File: config.mk
export PLATFORM = sky130hd
export DESIGN_NAME = hmc_reset_seq
export DESIGN_NICKNAME = d
export VERILOG_FILES = /design/src/hmc_pkg.sv /design/src/hmc_reset_seq.sv
export SDC_FILE = /design/constraint.sdc
export NUM_CORES = 1
export LEC_CHECK = 0
export BUFFER_PORTS_ARGS = -buffer_cell sky130_fd_sc_hd__buf_2
export CAP_MARGIN = 15
export CELL_PAD_IN_SITES_DETAIL_PLACEMENT = 1
export CELL_PAD_IN_SITES_GLOBAL_PLACEMENT = 1
export CORE_MARGIN = 3
export CORE_UTILIZATION = 35
export DETAILED_ROUTE_END_ITERATION = 16
export PLACE_DENSITY = 0.64
export SETUP_SLACK_MARGIN = 0.05
export SLEW_MARGIN = 20
export SYNTH_ARGS = -nofsm -noshare
export SYNTH_HDL_FRONTEND = slang
export SYNTH_SLANG_ARGS = --single-unit
File: constraint.sdc
create_clock -name clk_hmc -period 2.5 [get_ports clk_hmc]
set_clock_uncertainty 0.1 [all_clocks]
set_input_delay 0.5 -clock clk_hmc [delete_from_list [all_inputs] [get_ports clk_hmc]]
set_output_delay 0.5 -clock clk_hmc [all_outputs]
set_load 0.01 [all_outputs]
File: src/hmc_pkg.sv
package hmc_pkg;

  // --------------------------------------------------------------------------
  // Link and transceiver geometry
  // --------------------------------------------------------------------------
  localparam int NUM_LANES      = 8;                       // Half-width HMC link
  localparam int LANE_WIDTH     = 64;                      // GT fabric word per lane
  localparam int DWIDTH         = NUM_LANES * LANE_WIDTH;  // 512 bit link word
  localparam int LANE_IDX_WIDTH = $clog2(NUM_LANES);       // Physical lane number

  // Register file of the link controller
  localparam int RF_AWIDTH      = 5;
  localparam int RF_DWIDTH      = 64;

  // Power-up counter, top bit set after 2**17 locked cycles
  localparam int RST_CNT_WIDTH  = 18;

  typedef logic [DWIDTH-1:0]         link_data_t;  // Lane n in bits 64n+63:64n
  typedef logic [LANE_WIDTH-1:0]     lane_word_t;  // One lane, one clock
  typedef logic [NUM_LANES-1:0]      lane_mask_t;  // One flag per lane
  typedef logic [LANE_IDX_WIDTH-1:0] lane_idx_t;
  typedef logic [RF_AWIDTH-1:0]      rf_addr_t;
  typedef logic [RF_DWIDTH-1:0]      rf_data_t;
  typedef logic [RST_CNT_WIDTH-1:0]  rst_cnt_t;

  // --------------------------------------------------------------------------
  // Register-file access, request from the master and response back
  // --------------------------------------------------------------------------
  typedef struct packed {
    rf_addr_t address;
    logic     read_en;     // Held until access_complete
    logic     write_en;    // Held until access_complete
    rf_data_t write_data;
  } rf_req_t;              // 71 bits

  typedef struct packed {
    rf_data_t read_data;
    logic     invalid_address;
    logic     access_complete;  // Single-cycle end of access
  } rf_rsp_t;                   // 66 bits

  // --------------------------------------------------------------------------
  // Mezzanine sites and their lane wiring
  // --------------------------------------------------------------------------
  typedef logic [1:0] mezz_site_t;
  localparam mezz_site_t DEFAULT_MEZZ_SITE = 2'd2;

  // Entry n holds the physical lane that carries link lane n
  typedef lane_idx_t [NUM_LANES-1:0] lane_map_t;

  // Listed from link lane 7 down to link lane 0
  localparam lane_map_t SITE2_LANE_MAP = {3'd1, 3'd2, 3'd5, 3'd6,  // PHY21 L1/L2, PHY22 L1/L2
                                          3'd0, 3'd3, 3'd4, 3'd7}; // PHY21 L0/L3, PHY22 L0/L3
  localparam lane_map_t SITE3_LANE_MAP = {3'd6, 3'd5, 3'd2, 3'd1,  // PHY12 L1/L2, PHY11 L1/L2
                                          3'd7, 3'd4, 3'd3, 3'd0}; // PHY12 L0/L3, PHY11 L0/L3

  // --------------------------------------------------------------------------
  // Register-file init table, written in index order
  // --------------------------------------------------------------------------
  localparam int INIT_LEN       = 3;
  localparam int INIT_IDX_WIDTH = $clog2(INIT_LEN);

  typedef logic [INIT_IDX_WIDTH-1:0] init_idx_t;

  localparam rf_addr_t INIT_ADDR [INIT_LEN] = '{
    5'd1,  // Token count register
    5'd2,  // Link control
    5'd0   // Init control, last so the link starts with the rest in place
  };

  localparam rf_data_t INIT_DATA [INIT_LEN] = '{
    64'h0000_0000_0000_00FF,  // RX buffer tokens
    64'h0000_0000_0000_0034,  // Scramblers on, lane reversal detect
    64'h0000_0000_0000_0103   // P_RST_N high, init continue
  };

endpackage

File: src/hmc_reset_seq.sv
`timescale 1ns/100ps

module hmc_reset_seq (
  input  logic clk_hmc,
  input  logic SOFT_RESET_IN,
  // Clock and transceiver status
  input  logic mmcm_locked,        // Fabric clock manager lock
  input  logic qpll_lock0,         // Quad PLL of the first GT quad
  input  logic qpll_lock1,         // Quad PLL of the second GT quad
  input  logic phy_rx_ready,       // GT receive reset done
  input  logic phy_init_cont_set,  // Controller allows init to go on
  input  logic iic_init_done,      // HMC IIC setup finished
  // Reset and status outputs
  output logic link_res_n,         // Link reset, active low
  output logic hmc_reset_out,      // Same reset, active high
  output logic qpll_lock,          // Both quad PLLs locked
  output logic link_rx_ready       // Gated receive-ready to the controller
);
  import hmc_pkg::*;

  // --------------------------------------------------------------------------
  // Power-up counter
  // --------------------------------------------------------------------------
  rst_cnt_t rst_cnt;  // Locked cycles since reset, saturates at top bit

  // Loss of lock only pauses the count
  always_ff @(posedge clk_hmc or posedge SOFT_RESET_IN) begin
    if (SOFT_RESET_IN) begin
      rst_cnt <= '0;
    end else if (mmcm_locked && !rst_cnt[RST_CNT_WIDTH-1]) begin
      rst_cnt <= rst_cnt + 1'b1;  // Stops once the top bit is set
    end
  end

  // Top bit is the release
  assign link_res_n    = rst_cnt[RST_CNT_WIDTH-1];
  assign hmc_reset_out = ~link_res_n;

  // --------------------------------------------------------------------------
  // Merged status
  // --------------------------------------------------------------------------
  assign qpll_lock = qpll_lock0 & qpll_lock1;  // Board status bit

  // Controller sees RX ready only with the PHY, its own init step and IIC done
  assign link_rx_ready = phy_rx_ready & phy_init_cont_set & iic_init_done;

endmodule

==> Word level (Yosys, flattened, before mapping) <==
Cells that the tools add are included.
{ "classes": {"n_reduce_logical": 2, "n_addsub": 1, "bitwise_logic": 4} }
{ "op_table": {"columns": ["op", "count"], "rows": [
  ["adder 18 x 1 -> 18 bit, second input constant", 1],
  ["AND 1 bit", 3],
  ["logical AND 1 bit", 1],
  ["logical NOT 1 bit", 1],
  ["inverter 1 bit", 1]
]} }
{ "word_totals": {"in_bits": 8, "ff_bits": 18, "elab_cells": 8} }

==> Logic depth before layout (Yosys ltp) <==
Gate-level depths: netlist of run 1.
{ "depth": {"word_depth": 2, "ltp_mapped": 5, "depth_no_buf": 5} }

==> Least setup slack after synthesis of run 1 <==
No wires, ideal clock.
{ "synth_timing": {"path_kind": "flip-flop to flip-flop", "startpoint": "register rst_cnt[17]", "endpoint": "register rst_cnt[11]", "t_arrival_ps": 1180, "setup_ps": 80, "synth_period_minus_slack_ps": 1360, "path_stages_with_launch": 5, "required_time_ps": 2320, "setup_slack_ps": 1140, "cell_sequence": "dfrtp_1 nand3b_1 or2_1 nor3_2 xnor2_1"} }
{ "synth_between": {"elab_chain_cells": 2} }
{ "synth_lines": {"columns": ["item", "line_no", "rtl"], "rows": [
  ["from (decl)", "hmc_reset_seq.sv:24", "rst_cnt_t rst_cnt;"],
  ["from (signal assigned)", "hmc_reset_seq.sv:31", "rst_cnt <= rst_cnt + 1'b1;"],
  ["logical NOT 1 bit", "hmc_reset_seq.sv:30", "end else if (mmcm_locked && !rst_cnt[RST_CNT_WIDTH-1]) begin"],
  ["logical AND 1 bit", "hmc_reset_seq.sv:30", null]
]} }
No other way between the ends.
A chain may end at the register's enable or synchronous reset.

==> Worst setup path after layout of run 1 <==
{ "layout_timing": {"startpoint": "register rst_cnt[0]", "endpoint": "register rst_cnt[10]"} }
{ "layout_between": {"elab_chain_cells": 1} }
{ "layout_lines": {"columns": ["item", "line_no"], "rows": [
  ["adder 18 x 1 -> 18 bit", "hmc_reset_seq.sv:31"]
]} }
No other way between the ends.

==> out/summary.txt, run 1 <==
DR WL/cell: 13.3 um
vias in the first global route: 578
max-cap check violation count: 0
Core Box Area: 2060 sq um
post-synthesis sequential area ratio: 56.3%
final setup vio count: 0
critical path fanouts, max: 5
CTS tree: yes
post-CTS setup repair buffer count: 0
Slew Limit Fails: 0
Die Ht: 53.8 um
number of buffers created by CTS: 3
Area growth, synth to finish: 15.6%
Die ar.: 2900 sq um
initial antenna violation count: 0
path type of the worst setup path: register to register
Crit. End Element: register
Worst-path clk slew: 0.12 ns
Detail Route Antenna Nets: 0
worst-path cell chain: ha_1 > nand4b_1 > nor2_1 > nand4_1 > xnor2_1
total leakage power: 0.000450 uW
unrepaired setup endpoints after global routing: false
via-per-instance ratio: 4.79
Worst VDD drop: 0.000276 V
CTS H-tree lvls: 1
insertion delay to the later sink of the worst-skew pair: 0.30 ns
post-synthesis instance total: 70
CTS Sinks: 18
Rows: 16
Ys Warns: 0
clk buf depth: 2
cts repair resizes: 0
1st-iter DRT viols: 5
total power: 492 uW
DR DRC count: 0
setup TNS: 0 ns
PwrDens: 532 nW/um^2
Fillers: 242
Yosys reg bits: 18
register area: 450 sq um
post-route minimum period: 1.55 ns
Post-Syn Nets: 79
CP max-delay cell: dfrtp_1
total number of vias: 536
grt ovf: 0
Synth Cell Area: 801 sq um
Unique masters post-synth: 19
DRT Pass-1 Iters: 2
initial core utilization: 38.8%
Slew headroom: 53.9%
status: complete, no violations
Least-Margin Pin Slew: 0.691 ns
Multi-input gate area: 339 sq um
max incr delay on CP: 0.41 ns
worst min path class: input pin to asynchronous set/reset pin
register bank with the most flops: rst_cnt
Worst Setup Start Kind: register
Largest regs: rst_cnt: 18 flops
commonest non-fill, non-tap cell in the layout: dfrtp_1
layout cells sized above 1: 22.4%
Avg Inst Size Synth: 11.4 sq um
hold buffers post-CTS: 0
NumNets Final: 95
final period utilization: 62.2%
most frequent cells in the layout: dfrtp_1 (18), xnor2_1 (11), buf_2 (11), nand2_1 (7)
Die Wd: 53.8 um
IO Port Bufs: 11
reg2reg end: rst_cnt[10]
# diodes: 0
IO Count: 12
max FFs per register: 18
worst r2r src: rst_cnt[0]
RePlAce Congestion: 0.692
largest net degree at the start of global routing: 19
final WL: 1490 um
Worst Path Required: 2.60 ns
Worst Path Arrival: 1.65 ns
r2r setup slk: 0.95 ns
global-route wire length before repair: 2560 um
Total GRT Usage: 12.7%
Peak Freq: 643 MHz
Root Buffer: clkbuf_4
Final Hold Viols: 0
FF-to-FF path depth: 5
Final HPWL DP: 1090 um
## worst max-delay path: cells and delay by family (launching register included)
family,cells,cell delay (ns)
XOR/XNOR,1,0.14
flip-flops,1,0.41
adder cells (fa/ha/maj),1,0.21
AND/OR/NAND/NOR,3,0.58
## worst max-delay path by stage
stage,start,endpoint,slack (ns)
2_1_floorplan,rst_cnt[17],rst_cnt[11],1.14
6_report,rst_cnt[0],rst_cnt[10],0.95
3_5_place_dp,mmcm_locked,rst_cnt[15],0.91
5_1_grt,rst_cnt[0],rst_cnt[16],0.82
4_1_cts,rst_cnt[0],rst_cnt[10],0.94
3_3_place_gp,mmcm_locked,rst_cnt[15],0.90
## cells in the mapped netlist
cell / n / area share [%]
and2_1: 1 / 0.78
and3_1: 2 / 1.6
dfrtp_1: 18 / 56
ha_1: 1 / 1.6
inv_1: 3 / 1.4
mux2_2: 1 / 1.4
nand2_1: 7 / 3.3
nand3_1: 4 / 2.5
nand3b_1: 1 / 0.94
nand4_1: 4 / 3.1
nand4_2: 1 / 1.6
nand4b_1: 1 / 1.1
nor2_1: 5 / 2.3
nor2b_1: 1 / 0.78
nor3_2: 2 / 2.5
o21ai_1: 1 / 0.62
or2_1: 1 / 0.78
xnor2_1: 11 / 12
xor2_1: 5 / 5.5
## layer usage
metal  vias to the layer above  part of all wire, %  track usage (%)
li1                        261                    -                -
met1                       264                   49             17.2
met2                        11                   46             19.2
met3                         0                  5.0             2.49
met4                         0                    0             6.38
met5                         -                    0                0
## power breakdown
group | leakage (uW) | internal, uW | switching, uW
Combinational | 0.000190 | 6.24 | 9.10
Sequential | 0.000239 | 292 | 0.909
Clock | 0.0000210 | 88.7 | 95.6
Total | 0.000450 | 387 | 106
## logic make-up (layout without fill, tap and decap cells)
family	Yosys count	count (layout)	share of synthesized area [%]
buffers and inverters	3	18	1.41
flip-flops	18	18	56.2
AO/OA/AOI/OAI	1	1	0.624
AND/OR/NAND/NOR	30	30	21.3
adder cells (fa/ha/maj)	1	1	1.56
multiplexers	1	1	1.41
XOR/XNOR	16	16	17.5
## per-stage QoR
stage | std cells | instance area [sq um] | setup WS, ns | hold slack, ns | util [%]
6_report | 112 | 926 | 0.945 | 0.185 | 44.9
5_1_grt | 112 | 926 | 0.815 | 0.255 | 44.9
4_1_cts | 112 | 926 | 0.944 | 0.216 | 44.9
3_5_place_dp | 108 | 890 | 0.909 | 0.370 | 43.1
3_3_place_gp | 108 | 890 | 0.902 | 0.361 | 43.1
2_1_floorplan | 70 | 801 | 1.14 | 0.339 | -
## cell type report
cell class | count | share of cell area (%)
timing repair buffer | 11 | 5.95
multi-input combinational | 49 | 36.6
clock buffer | 4 | 3.92
sequential | 18 | 48.6
inverter | 3 | 1.22
tap | 27 | 3.65
(Power assumes the default switching activity.)
==> run 2, diff against run 1 <==
--- a/config.mk
+++ b/config.mk
@@ -5,6 +5,7 @@
 export SDC_FILE = /design/constraint.sdc
 export NUM_CORES = 1
 export LEC_CHECK = 0
+export ABC_AREA = 1
 export BUFFER_PORTS_ARGS = -buffer_cell sky130_fd_sc_hd__buf_2
 export CAP_MARGIN = 15
 export CELL_PAD_IN_SITES_DETAIL_PLACEMENT = 1
@@ -12,7 +13,7 @@
 export CORE_MARGIN = 3
 export CORE_UTILIZATION = 35
 export DETAILED_ROUTE_END_ITERATION = 16
-export PLACE_DENSITY = 0.64
+export PLACE_DENSITY = 0.67
 export SETUP_SLACK_MARGIN = 0.05
 export SLEW_MARGIN = 20
 export SYNTH_ARGS = -nofsm -noshare
==> constraint.sdc (replaced) <==
create_clock -name clk_hmc -period 1.5 [get_ports clk_hmc]
set_clock_uncertainty 0.1 [all_clocks]
set_input_delay 0.3 -clock clk_hmc [delete_from_list [all_inputs] [get_ports clk_hmc]]
set_output_delay 0.3 -clock clk_hmc [all_outputs]
set_load 0.01 [all_outputs]
==> out/summary.txt, run 2 <==
Worst Hold Slack: 0.352 ns (+0.167 ns)
initial core utilization: 37.9% (-0.92 points)
worst r2r src: rst_cnt[0]
status: complete, no violations
Hold Crit Start: mmcm_locked
top-area cell type share of the netlist area: 46.3% (-10 points)
Area growth, synth to finish: 28.7%
max incr delay on CP: 0.37 ns (-0.04 ns)
Final HPWL DP: 1660 um (+53%)
Largest regs: rst_cnt: 18 flops
final instance area: 1250 sq um (+35%)
mux contribution to synthesized area: 0% (-1.4 points)
total number of vias: 851 (+59%)
Rows: 18 (+2)
CP Buf/Inv Count: 0 (unchanged)
Ys Warns: 0 (unchanged)
post-synthesis simple-gate area fraction: 35.7% (+14 points)
r2r setup slk: 0.04 ns (-0.90 ns)
placed cells: 166 (+54%)
FF-to-FF path depth: 8 (+3)
worst-path cell chain: ha_2 > nand3_2 > nor2_4 > nand3_2 > nor2_4 > nand2_1 > nand2_1 > nand2_1
grt ovf: 0 (unchanged)
largest family of logic cells by synthesized area: simple AND/OR/NAND/NOR gates
1st-iter DRT viols: 15 (+10)
Compound-Gate Fraction of Synth Area: 2.06% (+1.4 points)
CTS tree: yes
final WL: 2260 um (+52%)
total power: 819 uW (+66%)
RePlAce Congestion: 0.756 (+9.2%)
# diodes: 0 (unchanged)
Post-Syn Nets: 131 (+66%)
Die Wd: 58.7 um (+9.1%)
Worst-path clk slew: 0.11 ns (about the same)
CTS Sinks: 18 (unchanged)
non-filler cells, final: 179 (+60%)
final period utilization: 97.3% (+35 points)
Synth Flop Type: dfrtp_1
CTS H-tree lvls: 1 (unchanged)
Avg Inst Size Synth: 7.98 sq um (-30%)
hold path cells: 5
Worst VDD drop: 0.000352 V (+27%)
post-synthesis sequential area ratio: 46.3% (-10 points)
max FFs per register: 18 (unchanged)
most frequent CP cell: nand2_1
clk buf depth: 2 (unchanged)
Crit. End Element: register
Yosys reg bits: 18 (unchanged)
Die Ht: 58.7 um (+9.1%)
Post-synth top cells: nand2_1 (39), dfrtp_1 (18), inv_1 (15)
most frequent cell after synthesis: nand2_1
Async SR Flop Fraction: 100% (unchanged)
WHS Endpoint: rst_cnt[6]
max-cap check violation count: 0 (unchanged)
number of buffers created by CTS: 3 (unchanged)
post-route minimum period: 1.46 ns (-0.0953 ns)
largest net degree at the start of global routing: 19 (unchanged)
Worst Path Arrival: 1.55 ns (-0.10 ns)
Worst Path Required: 1.59 ns (-1.01 ns)
xor/xnor share of the synthesized area: 8.10% (-9.4 points)
total leakage power: 0.000648 uW (+44%)
via-per-instance ratio: 4.75 (-0.66%)
final setup vio count: 0 (unchanged)
Worst Setup Start Kind: register
Least-Margin Pin Slew: 0.255 ns (-0.436 ns)
global-route wire length before repair: 3970 um (+55%)
Die ar.: 3450 sq um (+19%)
DR DRC count: 0 (unchanged)
Slew Limit Fails: 0 (unchanged)
Detail Route Antenna Nets: 0 (unchanged)
worst min path class: input pin to register
Total GRT Usage: 14.9% (+2.3 points)
Unique masters post-synth: 20 (+1)
post-synthesis instance total: 122 (+74%)
Post-DP Area: 1090 sq um (+22%)
Core Box Area: 2570 sq um (+25%)
commonest non-fill, non-tap cell in the layout: nand2_1
top cells by area, synth: dfrtp_1 (46%), nand2_1 (15%), xor2_1 (6.3%)
Peak Freq: 685 MHz (+6.5%)
DR WL/cell: 12.6 um (-5.1%)
DRT Pass-1 Iters: 3 (+1)
fraction of the mapped netlist area in adder cells: 1.29% (-0.28 points)
register bank with the most flops: rst_cnt
PwrDens: 654 nW/um^2 (+23%)
area leader, netlist: dfrtp_1
path type of the worst setup path: register to register
reg2reg end: rst_cnt[10]
IO Port Bufs: 11 (unchanged)
insertion delay to the later sink of the worst-skew pair: 0.29 ns (about the same)
IO Count: 12 (unchanged)
setup TNS: 0 ns (unchanged)
number of enable flip-flop cells after synthesis: 0 (unchanged)
crit-path leading delay family: simple AND/OR/NAND/NOR gates
Root Buffer: clkbuf_4
CP max-delay cell: dfrtp_1
most frequent cells in the layout: nand2_1 (38), dfrtp_1 (17), inv_1 (15), buf_2 (11), nor2_1 (10)
NumNets Final: 159 (+67%)
initial antenna violation count: 0 (unchanged)
Slew headroom: 82.9% (+29 points)
Final Hold Viols: 0 (unchanged)
unrepaired setup endpoints after global routing: true
vias in the first global route: 906 (+57%)
critical path fanouts, max: 5 (unchanged)
layout cells sized above 1: 30.9% (+8.5 points)
Synth Cell Area: 973 sq um (+22%)
-- run 2: what timing repair did --
action	in CTS	in global routing
hold buffers	1	0
endpoints found under the setup margin	3	10
endpoints found under the hold margin	18	0
resized for setup	3	11
cloned	0	0
buffers inserted	4	4
pin swaps	3	7
-- run 2: worst max-delay path by stage --
stage / start / endpoint / slack, ns / cells past startpoint
2_1_floorplan: rst_cnt[17] / rst_cnt[12] / 0.14 / 8
3_3_place_gp: rst_cnt[1] / rst_cnt[10] / 0.08 / 8
3_5_place_dp: rst_cnt[1] / rst_cnt[12] / -0.06 / 8
4_1_cts: rst_cnt[1] / rst_cnt[10] / -0.009 / 8
5_1_grt: rst_cnt[0] / rst_cnt[10] / -0.05 / 8
6_report: rst_cnt[0] / rst_cnt[10] / 0.04 / 8
-- run 2: area by class of cell --
cell class,instances,area [sq um]
flip-flops and latches,18,452
repair buffers,23,159
clock buffers,4,36.3
multi-input cells,87,504
fillers,321,1320
well taps,30,37.5
inverters,17,63.8
-- run 2: worst min-delay path, cell delays in order --
cell	delay (ns)
buf_2	0.12
nand2_4	0.08
nor2_4	0.04
nand3_2	0.09
xnor2_1	0.07
-- run 2: kinds of logic after synthesis --
group,count (synthesis)
flops,18
buf+inv,17
fa+ha+maj,1
simple gates,73
xor+xnor,9
compound gates,4
-- run 2: metrics by stage --
stage               util, %  setup slack [ns]
floorplan                 -             0.137
global placement       42.4            0.0794
detailed placement     42.4           -0.0596
CTS                    45.9          -0.00916
global route           48.8           -0.0451
finish                 48.8            0.0405
-- run 2: per-layer routing --
metal | vias up | GRT usage, % | wire (um)
met1 | 407 | 18.9 | 1070
met4 | 0 | 4.53 | 21
li1 | 426 | - | -
met2 | 14 | 25.7 | 1070
met5 | - | 0 | 0
met3 | 4 | 2.85 | 90
-- run 2: power by group --
part	switching (uW)	internal, uW
registers	0	485
logic	16.4	12.5
clock network	157	148
total	173	645
