[src/hmc_pkg.sv]
package hmc_pkg;

  // --------------------------------------------------------------------------
  // Link and transceiver geometry
  // --------------------------------------------------------------------------
  localparam int NUM_LANES      = 8;                       // Half-width HMC link
  localparam int LANE_WIDTH     = 64;                      // GT fabric word per lane
  localparam int DWIDTH         = NUM_LANES * LANE_WIDTH;  // 512 bit link word
  localparam int LANE_IDX_WIDTH = $clog2(NUM_LANES);       // Physical lane number

  // Register file of the link controller
  localparam int RF_AWIDTH      = 5;
  localparam int RF_DWIDTH      = 64;

  // Power-up counter, top bit set after 2**17 locked cycles
  localparam int RST_CNT_WIDTH  = 18;

  typedef logic [DWIDTH-1:0]         link_data_t;  // Lane n in bits 64n+63:64n
  typedef logic [LANE_WIDTH-1:0]     lane_word_t;  // One lane, one clock
  typedef logic [NUM_LANES-1:0]      lane_mask_t;  // One flag per lane
  typedef logic [LANE_IDX_WIDTH-1:0] lane_idx_t;
  typedef logic [RF_AWIDTH-1:0]      rf_addr_t;
  typedef logic [RF_DWIDTH-1:0]      rf_data_t;
  typedef logic [RST_CNT_WIDTH-1:0]  rst_cnt_t;

  // --------------------------------------------------------------------------
  // Register-file access, request from the master and response back
  // --------------------------------------------------------------------------
  typedef struct packed {
    rf_addr_t address;
    logic     read_en;     // Held until access_complete
    logic     write_en;    // Held until access_complete
    rf_data_t write_data;
  } rf_req_t;              // 71 bits

  typedef struct packed {
    rf_data_t read_data;
    logic     invalid_address;
    logic     access_complete;  // Single-cycle end of access
  } rf_rsp_t;                   // 66 bits

  // --------------------------------------------------------------------------
  // Mezzanine sites and their lane wiring
  // --------------------------------------------------------------------------
  typedef logic [1:0] mezz_site_t;
  localparam mezz_site_t DEFAULT_MEZZ_SITE = 2'd2;

  // Entry n holds the physical lane that carries link lane n
  typedef lane_idx_t [NUM_LANES-1:0] lane_map_t;

  // Listed from link lane 7 down to link lane 0
  localparam lane_map_t SITE2_LANE_MAP = {3'd1, 3'd2, 3'd5, 3'd6,  // PHY21 L1/L2, PHY22 L1/L2
                                          3'd0, 3'd3, 3'd4, 3'd7}; // PHY21 L0/L3, PHY22 L0/L3
  localparam lane_map_t SITE3_LANE_MAP = {3'd6, 3'd5, 3'd2, 3'd1,  // PHY12 L1/L2, PHY11 L1/L2
                                          3'd7, 3'd4, 3'd3, 3'd0}; // PHY12 L0/L3, PHY11 L0/L3

  // --------------------------------------------------------------------------
  // Register-file init table, written in index order
  // --------------------------------------------------------------------------
  localparam int INIT_LEN       = 3;
  localparam int INIT_IDX_WIDTH = $clog2(INIT_LEN);

  typedef logic [INIT_IDX_WIDTH-1:0] init_idx_t;

  localparam rf_addr_t INIT_ADDR [INIT_LEN] = '{
    5'd1,  // Token count register
    5'd2,  // Link control
    5'd0   // Init control, last so the link starts with the rest in place
  };

  localparam rf_data_t INIT_DATA [INIT_LEN] = '{
    64'h0000_0000_0000_00FF,  // RX buffer tokens
    64'h0000_0000_0000_0034,  // Scramblers on, lane reversal detect
    64'h0000_0000_0000_0103   // P_RST_N high, init continue
  };

endpackage

[src/hmc_rf_init.sv]
`timescale 1ns/100ps

module hmc_rf_init (
  input  logic             clk_hmc,
  input  logic             SOFT_RESET_IN,
  input  logic             link_res_n,          // Link out of reset
  input  logic             iic_init_done,       // HMC IIC setup finished
  // User register-file port
  input  hmc_pkg::rf_req_t user_rf_req,
  output hmc_pkg::rf_rsp_t user_rf_rsp,
  // Controller register-file port
  output hmc_pkg::rf_req_t ctrl_rf_req,
  input  hmc_pkg::rf_rsp_t ctrl_rf_rsp,
  output logic             open_hmc_init_done   // Table written, user owns the port
);
  import hmc_pkg::*;

  // --------------------------------------------------------------------------
  // Init FSM
  // --------------------------------------------------------------------------
  typedef enum logic [2:0] {
    ST_IDLE,           // Waiting for link reset release and IIC setup
    ST_WRITE,          // First cycle of a table write
    ST_WAIT_COMPLETE,  // Write held until access_complete
    ST_NEXT,           // Enables low for one cycle, step the index
    ST_DONE            // Port handed to the user
  } init_state_t;

  init_state_t state;
  init_state_t state_nxt;
  init_idx_t   idx;          // Current table entry
  logic        last_entry;   // Index on the final entry
  logic        wr_complete;  // Controller ended the write
  rf_req_t     init_req;     // Request from the table

  assign last_entry  = (idx == init_idx_t'(INIT_LEN - 1));
  assign wr_complete = ctrl_rf_rsp.access_complete;

  always_comb begin
    state_nxt = state;
    case (state)
      ST_IDLE: begin
        if (link_res_n && iic_init_done) begin
          state_nxt = ST_WRITE;
        end
      end
      ST_WRITE, ST_WAIT_COMPLETE: begin
        if (wr_complete) begin
          // Done in the cycle after the last completion
          state_nxt = last_entry ? ST_DONE : ST_NEXT;
        end else begin
          state_nxt = ST_WAIT_COMPLETE;
        end
      end
      ST_NEXT: begin
        state_nxt = ST_WRITE;
      end
      ST_DONE: begin
        state_nxt = ST_DONE;  // Left only by reset
      end
      default: begin
        state_nxt = ST_IDLE;
      end
    endcase
  end

  always_ff @(posedge clk_hmc or posedge SOFT_RESET_IN) begin
    if (SOFT_RESET_IN) begin
      state <= ST_IDLE;
      idx   <= '0;
    end else begin
      state <= state_nxt;
      if (state == ST_NEXT) begin
        idx <= idx + 1'b1;  // Entry after the completed one
      end
    end
  end

  // --------------------------------------------------------------------------
  // Table request
  // --------------------------------------------------------------------------
  always_comb begin
    init_req            = '0;             // Init side never reads
    init_req.address    = INIT_ADDR[idx];
    init_req.write_data = INIT_DATA[idx];
    init_req.write_en   = (state == ST_WRITE) || (state == ST_WAIT_COMPLETE);
  end

  // --------------------------------------------------------------------------
  // Register-file port mux
  // --------------------------------------------------------------------------
  assign open_hmc_init_done = (state == ST_DONE);

  // Init table first, user port afterwards
  assign ctrl_rf_req = open_hmc_init_done ? user_rf_req : init_req;

  // User sees nothing of the init accesses
  assign user_rf_rsp = open_hmc_init_done ? ctrl_rf_rsp : '0;

endmodule

[config.mk]
export PLATFORM = sky130hd
export DESIGN_NAME = hmc_rf_init
export DESIGN_NICKNAME = d
export VERILOG_FILES = /design/src/hmc_pkg.sv /design/src/hmc_rf_init.sv
export SDC_FILE = /design/constraint.sdc
export NUM_CORES = 1
export LEC_CHECK = 0
export BUFFER_PORTS_ARGS = -buffer_cell sky130_fd_sc_hd__buf_2
export CORE_AREA = 2 2 107 109
export DETAILED_ROUTE_END_ITERATION = 8
export DIE_AREA = 0 0 109 111
export GPL_TIMING_DRIVEN = 0
export PLACE_DENSITY = 0.47
export SLEW_MARGIN = 20
export SYNTH_ARGS = -nofsm -noshare
export SYNTH_HDL_FRONTEND = slang
export SYNTH_SLANG_ARGS = --single-unit
[constraint.sdc]
create_clock -name clk_hmc -period 1.7 [get_ports clk_hmc]
set_input_delay 0.255 -clock clk_hmc [delete_from_list [all_inputs] [get_ports clk_hmc]]
set_output_delay 0.255 -clock clk_hmc [all_outputs]
set_load 0.1 [all_outputs]
# Word-level counts from Yosys, hierarchy flattened
# Index checks and enable logic that the tools add are counted.
dict set report totals {
  in_bits 141
  regBits 5
  out_inout_bits 138
  elab_cells 27
}
dict set report op_classes {
  n_bitwise 1
  add_sub_neg 1
  mux 12
  order_cmp 1
  eq_ne 6
  reduce_logical 4
}
# op count
set op_table {}
lappend op_table {{binary-select mux 64 bit (select 2 bit)} 1}
lappend op_table {{two-way mux 64 bit} 2}
lappend op_table {{two-way mux 71 bit} 1}
lappend op_table {{two-way mux 66 bit} 1}
lappend op_table {{one-hot mux 3 bit (4 select lines)} 1}
lappend op_table {{binary-select mux 5 bit (select 2 bit)} 1}
lappend op_table {{two-way mux 5 bit} 2}
lappend op_table {{two-way mux 3 bit} 3}
lappend op_table {{== test 3 x 2 -> 1 bit (second input constant)} 2}
lappend op_table {{== test 3 x 1 -> 1 bit (second input constant)} 1}
lappend op_table {{== test 3 bit (second input constant)} 1}
lappend op_table {{>= comparator 3 bit (second input constant)} 1}
lappend op_table {{zero test 3 bit} 1}
lappend op_table {{NOT 2 -> 3 bit} 1}
lappend op_table {{adder 2 x 1 -> 2 bit (second input constant)} 1}
lappend op_table {{== test 2 bit (second input constant)} 1}
lappend op_table {{inequality test 2 bit (second input constant)} 1}
lappend op_table {{OR reduction 2 bit} 1}
lappend op_table {{logical AND 1 bit} 1}
lappend op_table {{logical OR 1 bit} 1}

# Longest topological paths before layout
# Gate-level depths: netlist of the first run.
dict set report logic_depth {
  depth_word 5
  mapped_depth 7
  mapped_depth_nobuf 5
}

# Worst setup path after synthesis of the first run
# OpenSTA, ideal clock, no wires.
dict set report synth_timing {
  path_type {register to output}
  from {reg state[1]}
  to {out ctrl_rf_req[64] in the netlist's numbering}
  required_ps 1445
  path_buffers 1
  slack_ps -1375
  stages_incl_launch_ff 5
  t_arrival_ps 2820
  cell_sequence {dfrtp_1 -> buf_4 -> nor2b_4 -> a21oi_1 -> o21ai_0}
}
# element line
set synth_lines {}
lappend synth_lines {{start, declared} hmc_rf_init.sv:29} ;# init_state_t state;
lappend synth_lines {{start signal, assigned} hmc_rf_init.sv:72} ;# state <= state_nxt;
lappend synth_lines {{end, declared} hmc_rf_init.sv:12} ;# output hmc_pkg::rf_req_t ctrl_rf_req,

==> flow_metrics.py, run 1 <==
metrics = {
    "status": {
        "outcome": "finished with violations",
        "violations": "setup timing",
    },
    "final_layout": {
        "drive_above_1_share": 0.9444,
        "post-route-util": 0.5158,
        "diodes": 0,
        "fin_cells": 629,
        "fin_nets": 632,
        "syn_to_final_growth_pct": 330.3,
        "fin_area_um2": 5713,
    },
    "timing": {
        "hold_violations": 0,
        "period_minus_slack_ps": 1897,
        "final_max_slew_viol_count": 0,
        "rsz0062_at_grt": "yes",
        "finalSetupViolCount": 136,
        "layout_setup_ws_ps": -196.7,
        "worst_slew_pin_slew_ps": 227.0,
        "skew_ps": 2.614,
        "fmax_ghz": 0.5272,
        "post-route-period-util": 1.116,
        "max_slew_margin": 0.8487,
    },
    "route": {
        "first_iter_violations": 78,
        "routedWlPerCell_um": 15.82,
        "via_per_inst": 3.870,
        "drcViolationCount": 0,
        "vias": 2434,
        "antenna_left": 0,
        "drt_wl_total_mm": 9.952,
        "firstDrtPassIters": 4,
    },
    "flow_run": {
        "cap_violations": 0,
    },
    "clock_network": {
        "tritoncts": "yes",
        "root_buffer": "clkbuf_16",
        "cts_made_buffers": 3,
        "clk_latency_ps": 220,
        "clockBufferDepth": 2,
        "clkTransAtPathRegs_ps": 30,
        "cts.sinks": 5,
        "h-tree-depth": 1,
    },
    "grt": {
        "grt_pass1_vias": 2618,
        "antenna_found_initial": 0,
        "grt_use_total": 0.1549,
        "grt_pass1_wl_mm": 14.72,
        "grt_overflow_total": 0,
        "grt_max_degree": 11,
    },
    "floorplanning": {
        "die_h_um": 111,
        "die_area_um2": 12100,
        "ios": 279,
        "fp-row-count": 39,
        "initial_utilization": 0.1198,
        "core_um2": 11080,
        "fp.dieW_um": 109,
    },
    "synthesis": {
        "ys_seq_elements": 5,
        "post_synth.cell_area_avg_um2": 6.987,
        "synthMuxAreaShare": 0.02545,
        "synth-compound-area-share": 0.08011,
        "synthCells": 190,
        "yosys_warnings": 0,
        "synthSimpleGateAreaFrac": 0.6588,
        "synth_fa_ha_area_frac": 0.03770,
        "synthesis.nets": 335,
        "yosysUniqueCellTypes": 27,
        "synthXorXnorAreaFrac": 0.01320,
        "syn_area_um2": 1328,
        "synth_top_family_by_area": "simple AND/OR/NAND/NOR gates",
        "synth.yosys.seq_area_share": 0.09425,
    },
    "power": {
        "pwr-share-clk": 0.052,
        "netSwitchingPower_mw": 4.287,
        "swShare": 0.5896,
        "seqPwrFrac": 0.034,
        "vdd_drop_max_mv": 1.960,
        "leakage_nw": 2.717,
        "power.total_mw": 7.271,
        "p_int_mw": 2.984,
        "power.density_nw_per_um2": 1273,
        "comb_power_share": 0.914,
    },
    "critical_path": {
        "cp_max_fo": 5,
        "startpoint_type": "flip-flop",
        "critPathTopFamily": "simple AND/OR/NAND/NOR gates",
        "critical_path_arrival_ps": 1640,
        "worst_setup_path_end_kind": "output pin",
        "required_ps": 1440,
        "max_stage_delay_ps": 360,
        "path_buf_inv": 3,
        "crit_top_cell": "buf_12",
        "crit_chain": "nor2b_4 -> nand2b_4 -> inv_8 -> buf_12 -> or3_4 -> o21a_4 -> buf_12",
        "crit_path_top_delay_cell": "dfrtp_1",
        "worst-setup-path-type": "reg -> out",
    },
    "place": {
        "io_buffer_count": 278,
        "gp_congestion": 0.7892,
        "dp_hpwl_mm": 6.515,
        "placed_cells": 611,
        "placed_cell_area_um2": 3231,
    },
    "min_path": {
        "worst_hold_path_type": "in -> reg",
    },
}
==> cell usage after synthesis <==
cell      instances  area share
and2_1          125        0.59
nand3b_1          1      0.0057
nor2_1            4       0.011
a221oi_1          1      0.0066
a21oi_1           1      0.0038
dfrtp_1           5       0.094
nand2b_4          1       0.010
a21o_1            7       0.040
xor2_1            1      0.0066
inv_1             3      0.0085
ha_1              4       0.038
o21a_1            2       0.011
a31oi_1           1      0.0047
a211oi_1          1      0.0057
buf_2             1      0.0038
nand2_1           3      0.0085
xnor2_1           1      0.0066
mux2_2            3       0.025
o21ai_0           1      0.0038
nor2b_1           4       0.019
clkbuf_2         11       0.041
nor2b_4           1       0.010
or3_1             1      0.0047
o22ai_1           1      0.0047
buf_6             2       0.017
inv_2             1      0.0028
buf_4             3       0.017
==> worst paths after layout <==
path,slack [ps],end,startpoint,cells after the start
max,-200,ctrl_rf_req[1],state[2],7
min,370,state[1],ctrl_rf_rsp[0],4
max reg2reg,390,state[0],idx[0],5
min reg2reg,530,idx[0],idx[0],1
max in group asynchronous,1030,state[0],SOFT_RESET_IN,3
min in group asynchronous,480,idx[0],SOFT_RESET_IN,3
==> tightest hold or removal path, delay by kind of cell <==
kind / cells / cell delay [ps]
buffers and inverters: 1 / 120
AND/OR/NAND/NOR: 3 / 180
==> cell families after synthesis <==
logic type | count (synthesis)
AND/OR/NAND/NOR | 140
multiplexers | 3
flip-flops | 5
AO/OA/AOI/OAI | 15
XOR/XNOR | 2
buffers and inverters | 21
adder cells (fa/ha/maj) | 4
==> state kept, by name (all words and copies together), names as in the netlist <==
signal,count
idx,2
state,3
==> power by group through the flow <==
stage | clock, mW | combinational [mW] | sequential [mW]
after floorplan | 0 | 4.19 | 0.220
after global placement | 0 | 4.88 | 0.230
after detailed placement | 0 | 4.89 | 0.230
after CTS | 0.386 | 6.54 | 0.242
after global routing | 0.398 | 6.86 | 0.259
final | 0.382 | 6.64 | 0.245
==> cell type report <==
| type | count | area, um^2 |
|---|---|---|
| clock buffer | 4 | 78.83 |
| sequential | 5 | 128.9 |
| multi-input combinational | 164 | 1435 |
| tap | 143 | 178.9 |
| buffer | 15 | 290.3 |
| inverter | 4 | 22.52 |
| fill | 932 | 5364 |
| timing repair buffer | 294 | 3578 |
==> placed cells by master (no fill, tap or decap), types with 2 or more instances in the layout <==
cell and instances:
buf_12 126, buf_6 6, dfrtp_1 2, clkbuf_16 10, mux2_4 2, nor2b_1 3, inv_1 3, ha_1 3
and2_2 6, nand2_1 3, buf_4 5, buf_2 141, a21o_2 7, and2_4 119, clkbuf_8 6, o21a_4 2
dfrtp_2 3, buf_8 16, nor2_1 3
==> layer usage <==
metal	wire [um]	track usage	up-vias
met4	123	0.02051	0
met5	0	0	-
li1	-	-	1172
met2	5693	0.3097	127
met3	757	0.02704	10
met1	3377	0.1675	1125
==> metrics by stage <==
| stage | setup WS [ps] | hold WS (ps) | TNS, ps |
|---|---|---|---|
| floorplan | -95.60 | 33.52 | -147.2 |
| global placement | -403.1 | 161.7 | -44790 |
| detailed placement | -420.2 | 166.0 | -45510 |
| CTS | -208.1 | 375.1 | -20430 |
| global route | -258.1 | 420.3 | -26640 |
| finish | -196.7 | 366.7 | -16890 |
==> what timing repair did <==
item,4_1_cts,5_1_grt
hold buffers,1,0
setup endpoints to repair,138,138
endpoints found under the hold margin,5,0
cloned,8,2
setup buffers,6,0
resized for setup,578,11
pin swaps,38,5
No activity file was read; power rests on OpenSTA's default activity.
==> run 2: changes to the inputs <==
- CELL_PAD_IN_SITES_DETAIL_PLACEMENT: unset -> 0
- CELL_PAD_IN_SITES_GLOBAL_PLACEMENT: unset -> 1
- CORE_AREA: 2 2 107 109 -> 2 2 108 110
- DIE_AREA: 0 0 109 111 -> 0 0 110 112
- PLACE_DENSITY: 0.47 -> 0.77
==> run 2 against run 1 <==
Compared with the run above: the run still ends with setup timing left; total power increased by 8.6%; flip-flop and latch count unchanged; final area increased by 7.3%; critical endpoint unchanged.
==> flow_metrics.py, run 2 (synthesis results as in run 1) <==
metrics = {
    "timing": {
        "final_max_slew_viol_count": 0,
        "max_slew_margin": 0.8324,
        "worst_slew_pin_slew_ps": 251.4,
        "fmax_ghz": 0.5074,
        "skew_ps": 3.174,
        "post-route-period-util": 1.159,
        "period_minus_slack_ps": 1971,
        "hold_violations": 0,
        "layout_setup_ws_ps": -270.7,
        "rsz0062_at_grt": "yes",
        "hold_ws_ps": 391.5,
        "finalSetupViolCount": 137,
    },
    "min_path": {
        "worst_hold_path_type": "in -> reg",
        "hold_path_depth": 3,
    },
    "clock_network": {
        "cts_made_buffers": 3,
        "clk_latency_ps": 230,
        "cts.sinks": 5,
        "clkTransAtPathRegs_ps": 40,
        "h-tree-depth": 1,
        "root_buffer": "clkbuf_16",
        "tritoncts": "yes",
        "clockBufferDepth": 2,
    },
    "power": {
        "seqPwrFrac": 0.030,
        "vdd_drop_max_mv": 1.876,
        "p_int_mw": 3.456,
        "power.density_nw_per_um2": 1289,
        "netSwitchingPower_mw": 4.442,
        "pwr-share-clk": 0.050,
        "comb_power_share": 0.920,
        "leakage_nw": 2.881,
        "swShare": 0.5624,
    },
    "floorplanning": {
        "die_h_um": 112,
        "initial_utilization": 0.1188,
        "die_area_um2": 12320,
        "ios": 279,
        "fp.dieW_um": 110,
        "fp-row-count": 39,
        "core_um2": 11170,
    },
    "grt": {
        "antenna_found_initial": 0,
        "grt_max_degree": 11,
        "grt_use_total": 0.1669,
        "grt_pass1_wl_mm": 15.72,
        "grt_pass1_vias": 2795,
        "grt_overflow_total": 0,
    },
    "critical_path": {
        "critical_path_arrival_ps": 1720,
        "worst_setup_path_end_kind": "output pin",
        "startpoint_type": "flip-flop",
        "max_stage_delay_ps": 380,
        "worst-setup-path-type": "reg -> out",
        "required_ps": 1440,
        "crit_path_top_delay_cell": "dfrtp_1",
        "cp_max_fo": 4,
        "reg2reg_depth": 5,
        "crit_chain": "nor2b_4 -> nand2b_4 -> clkinv_8 -> buf_16 -> or3_4 -> o21a_4 -> buf_12",
    },
    "final_layout": {
        "fin_nets": 646,
        "layout_common_cells": "144 x buf_12, 140 x buf_2, 125 x and2_4, 15 x clkbuf_16, 12 x buf_8",
        "largestRegisters": "state x3, idx x2",
        "diodes": 0,
        "syn_to_final_growth_pct": 361.7,
        "largest_reg_flops": 3,
        "layout_commonest_cell": "buf_12",
        "largest_register": "state",
        "post-route-util": 0.5485,
        "drive_above_1_share": 0.9400,
    },
    "route": {
        "first_iter_violations": 71,
        "drt_wl_total_mm": 11.26,
        "vias": 2544,
        "routedWlPerCell_um": 17.51,
        "drcViolationCount": 0,
        "antenna_left": 0,
        "firstDrtPassIters": 4,
        "via_per_inst": 3.956,
    },
    "place": {
        "dp_hpwl_mm": 6.625,
        "io_buffer_count": 278,
        "gp_congestion": 0.7587,
    },
    "flow_run": {
        "cap_violations": 0,
    },
    "status": {
        "violations": "setup timing",
        "outcome": "finished with violations",
    },
}
-- run 2: routing by layer --
layer	vias to the layer above	GRT usage	part of all wire
met4	0	0.07004	0.038
li1	1204	-	-
met1	1187	0.1772	0.34
met2	117	0.3174	0.57
met3	36	0.02518	0.054
met5	-	0	0
-- run 2: stage by stage --
step	total power [mW]	worst slack [ps]	instances	setup TNS, ps	cell area (um^2)
finish	7.898	-270.7	643	-24720	6130
global route	8.117	-322.7	643	-31980	6130
CTS	7.465	-265.6	634	-29770	5871
detailed placement	5.116	-391.1	611	-44770	3231
global placement	5.084	-360.8	611	-40280	3231
floorplan	4.412	-95.60	190	-147.2	1660
-- run 2: power by group through the flow --
stage	Combinational, mW	Clock (mW)	Sequential [mW]
floorplan	4.19	0	0.220
global placement	4.86	0	0.227
detailed placement	4.89	0	0.230
CTS	6.83	0.401	0.231
global route	7.46	0.408	0.250
finish	7.27	0.394	0.239
-- run 2: layout make-up --
cell class,instances,area [um^2]
Buffer,16,351.6
Fill cell,901,5045
Timing Repair Buffer,307,3879
Tap cell,143,178.9
Sequential cell,5,125.1
Clock buffer,4,78.83
Multi-Input combinational cell,164,1489
Inverter,4,27.53
-- run 2: worst paths after layout --
| check | from | end | slack (ps) |
|---|---|---|---|
| max reg2reg | idx[0] | state[0] | 360 |
| min in group asynchronous | SOFT_RESET_IN | state[2] | 460 |
| min | ctrl_rf_rsp[0] | state[2] | 390 |
| min reg2reg | idx[0] | idx[0] | 500 |
| max | state[2] | ctrl_rf_req[1] | -270 |
| max in group asynchronous | SOFT_RESET_IN | state[1] | 1060 |
-- run 2: critical path: cells and delay by family, from the launching register on --
family	cells	cell delay, ps
compound gates	1	140
buf+inv	3	380
flops	1	380
simple gates	3	580
-- run 2: timing repair --
item,CTS,global route
gates resized for setup,593,46
pin swaps,81,21
endpoints found under the setup margin,138,138
cloned,13,2
setup buffers,5,10
endpoints found under the hold margin,5,0
hold buffers,1,0
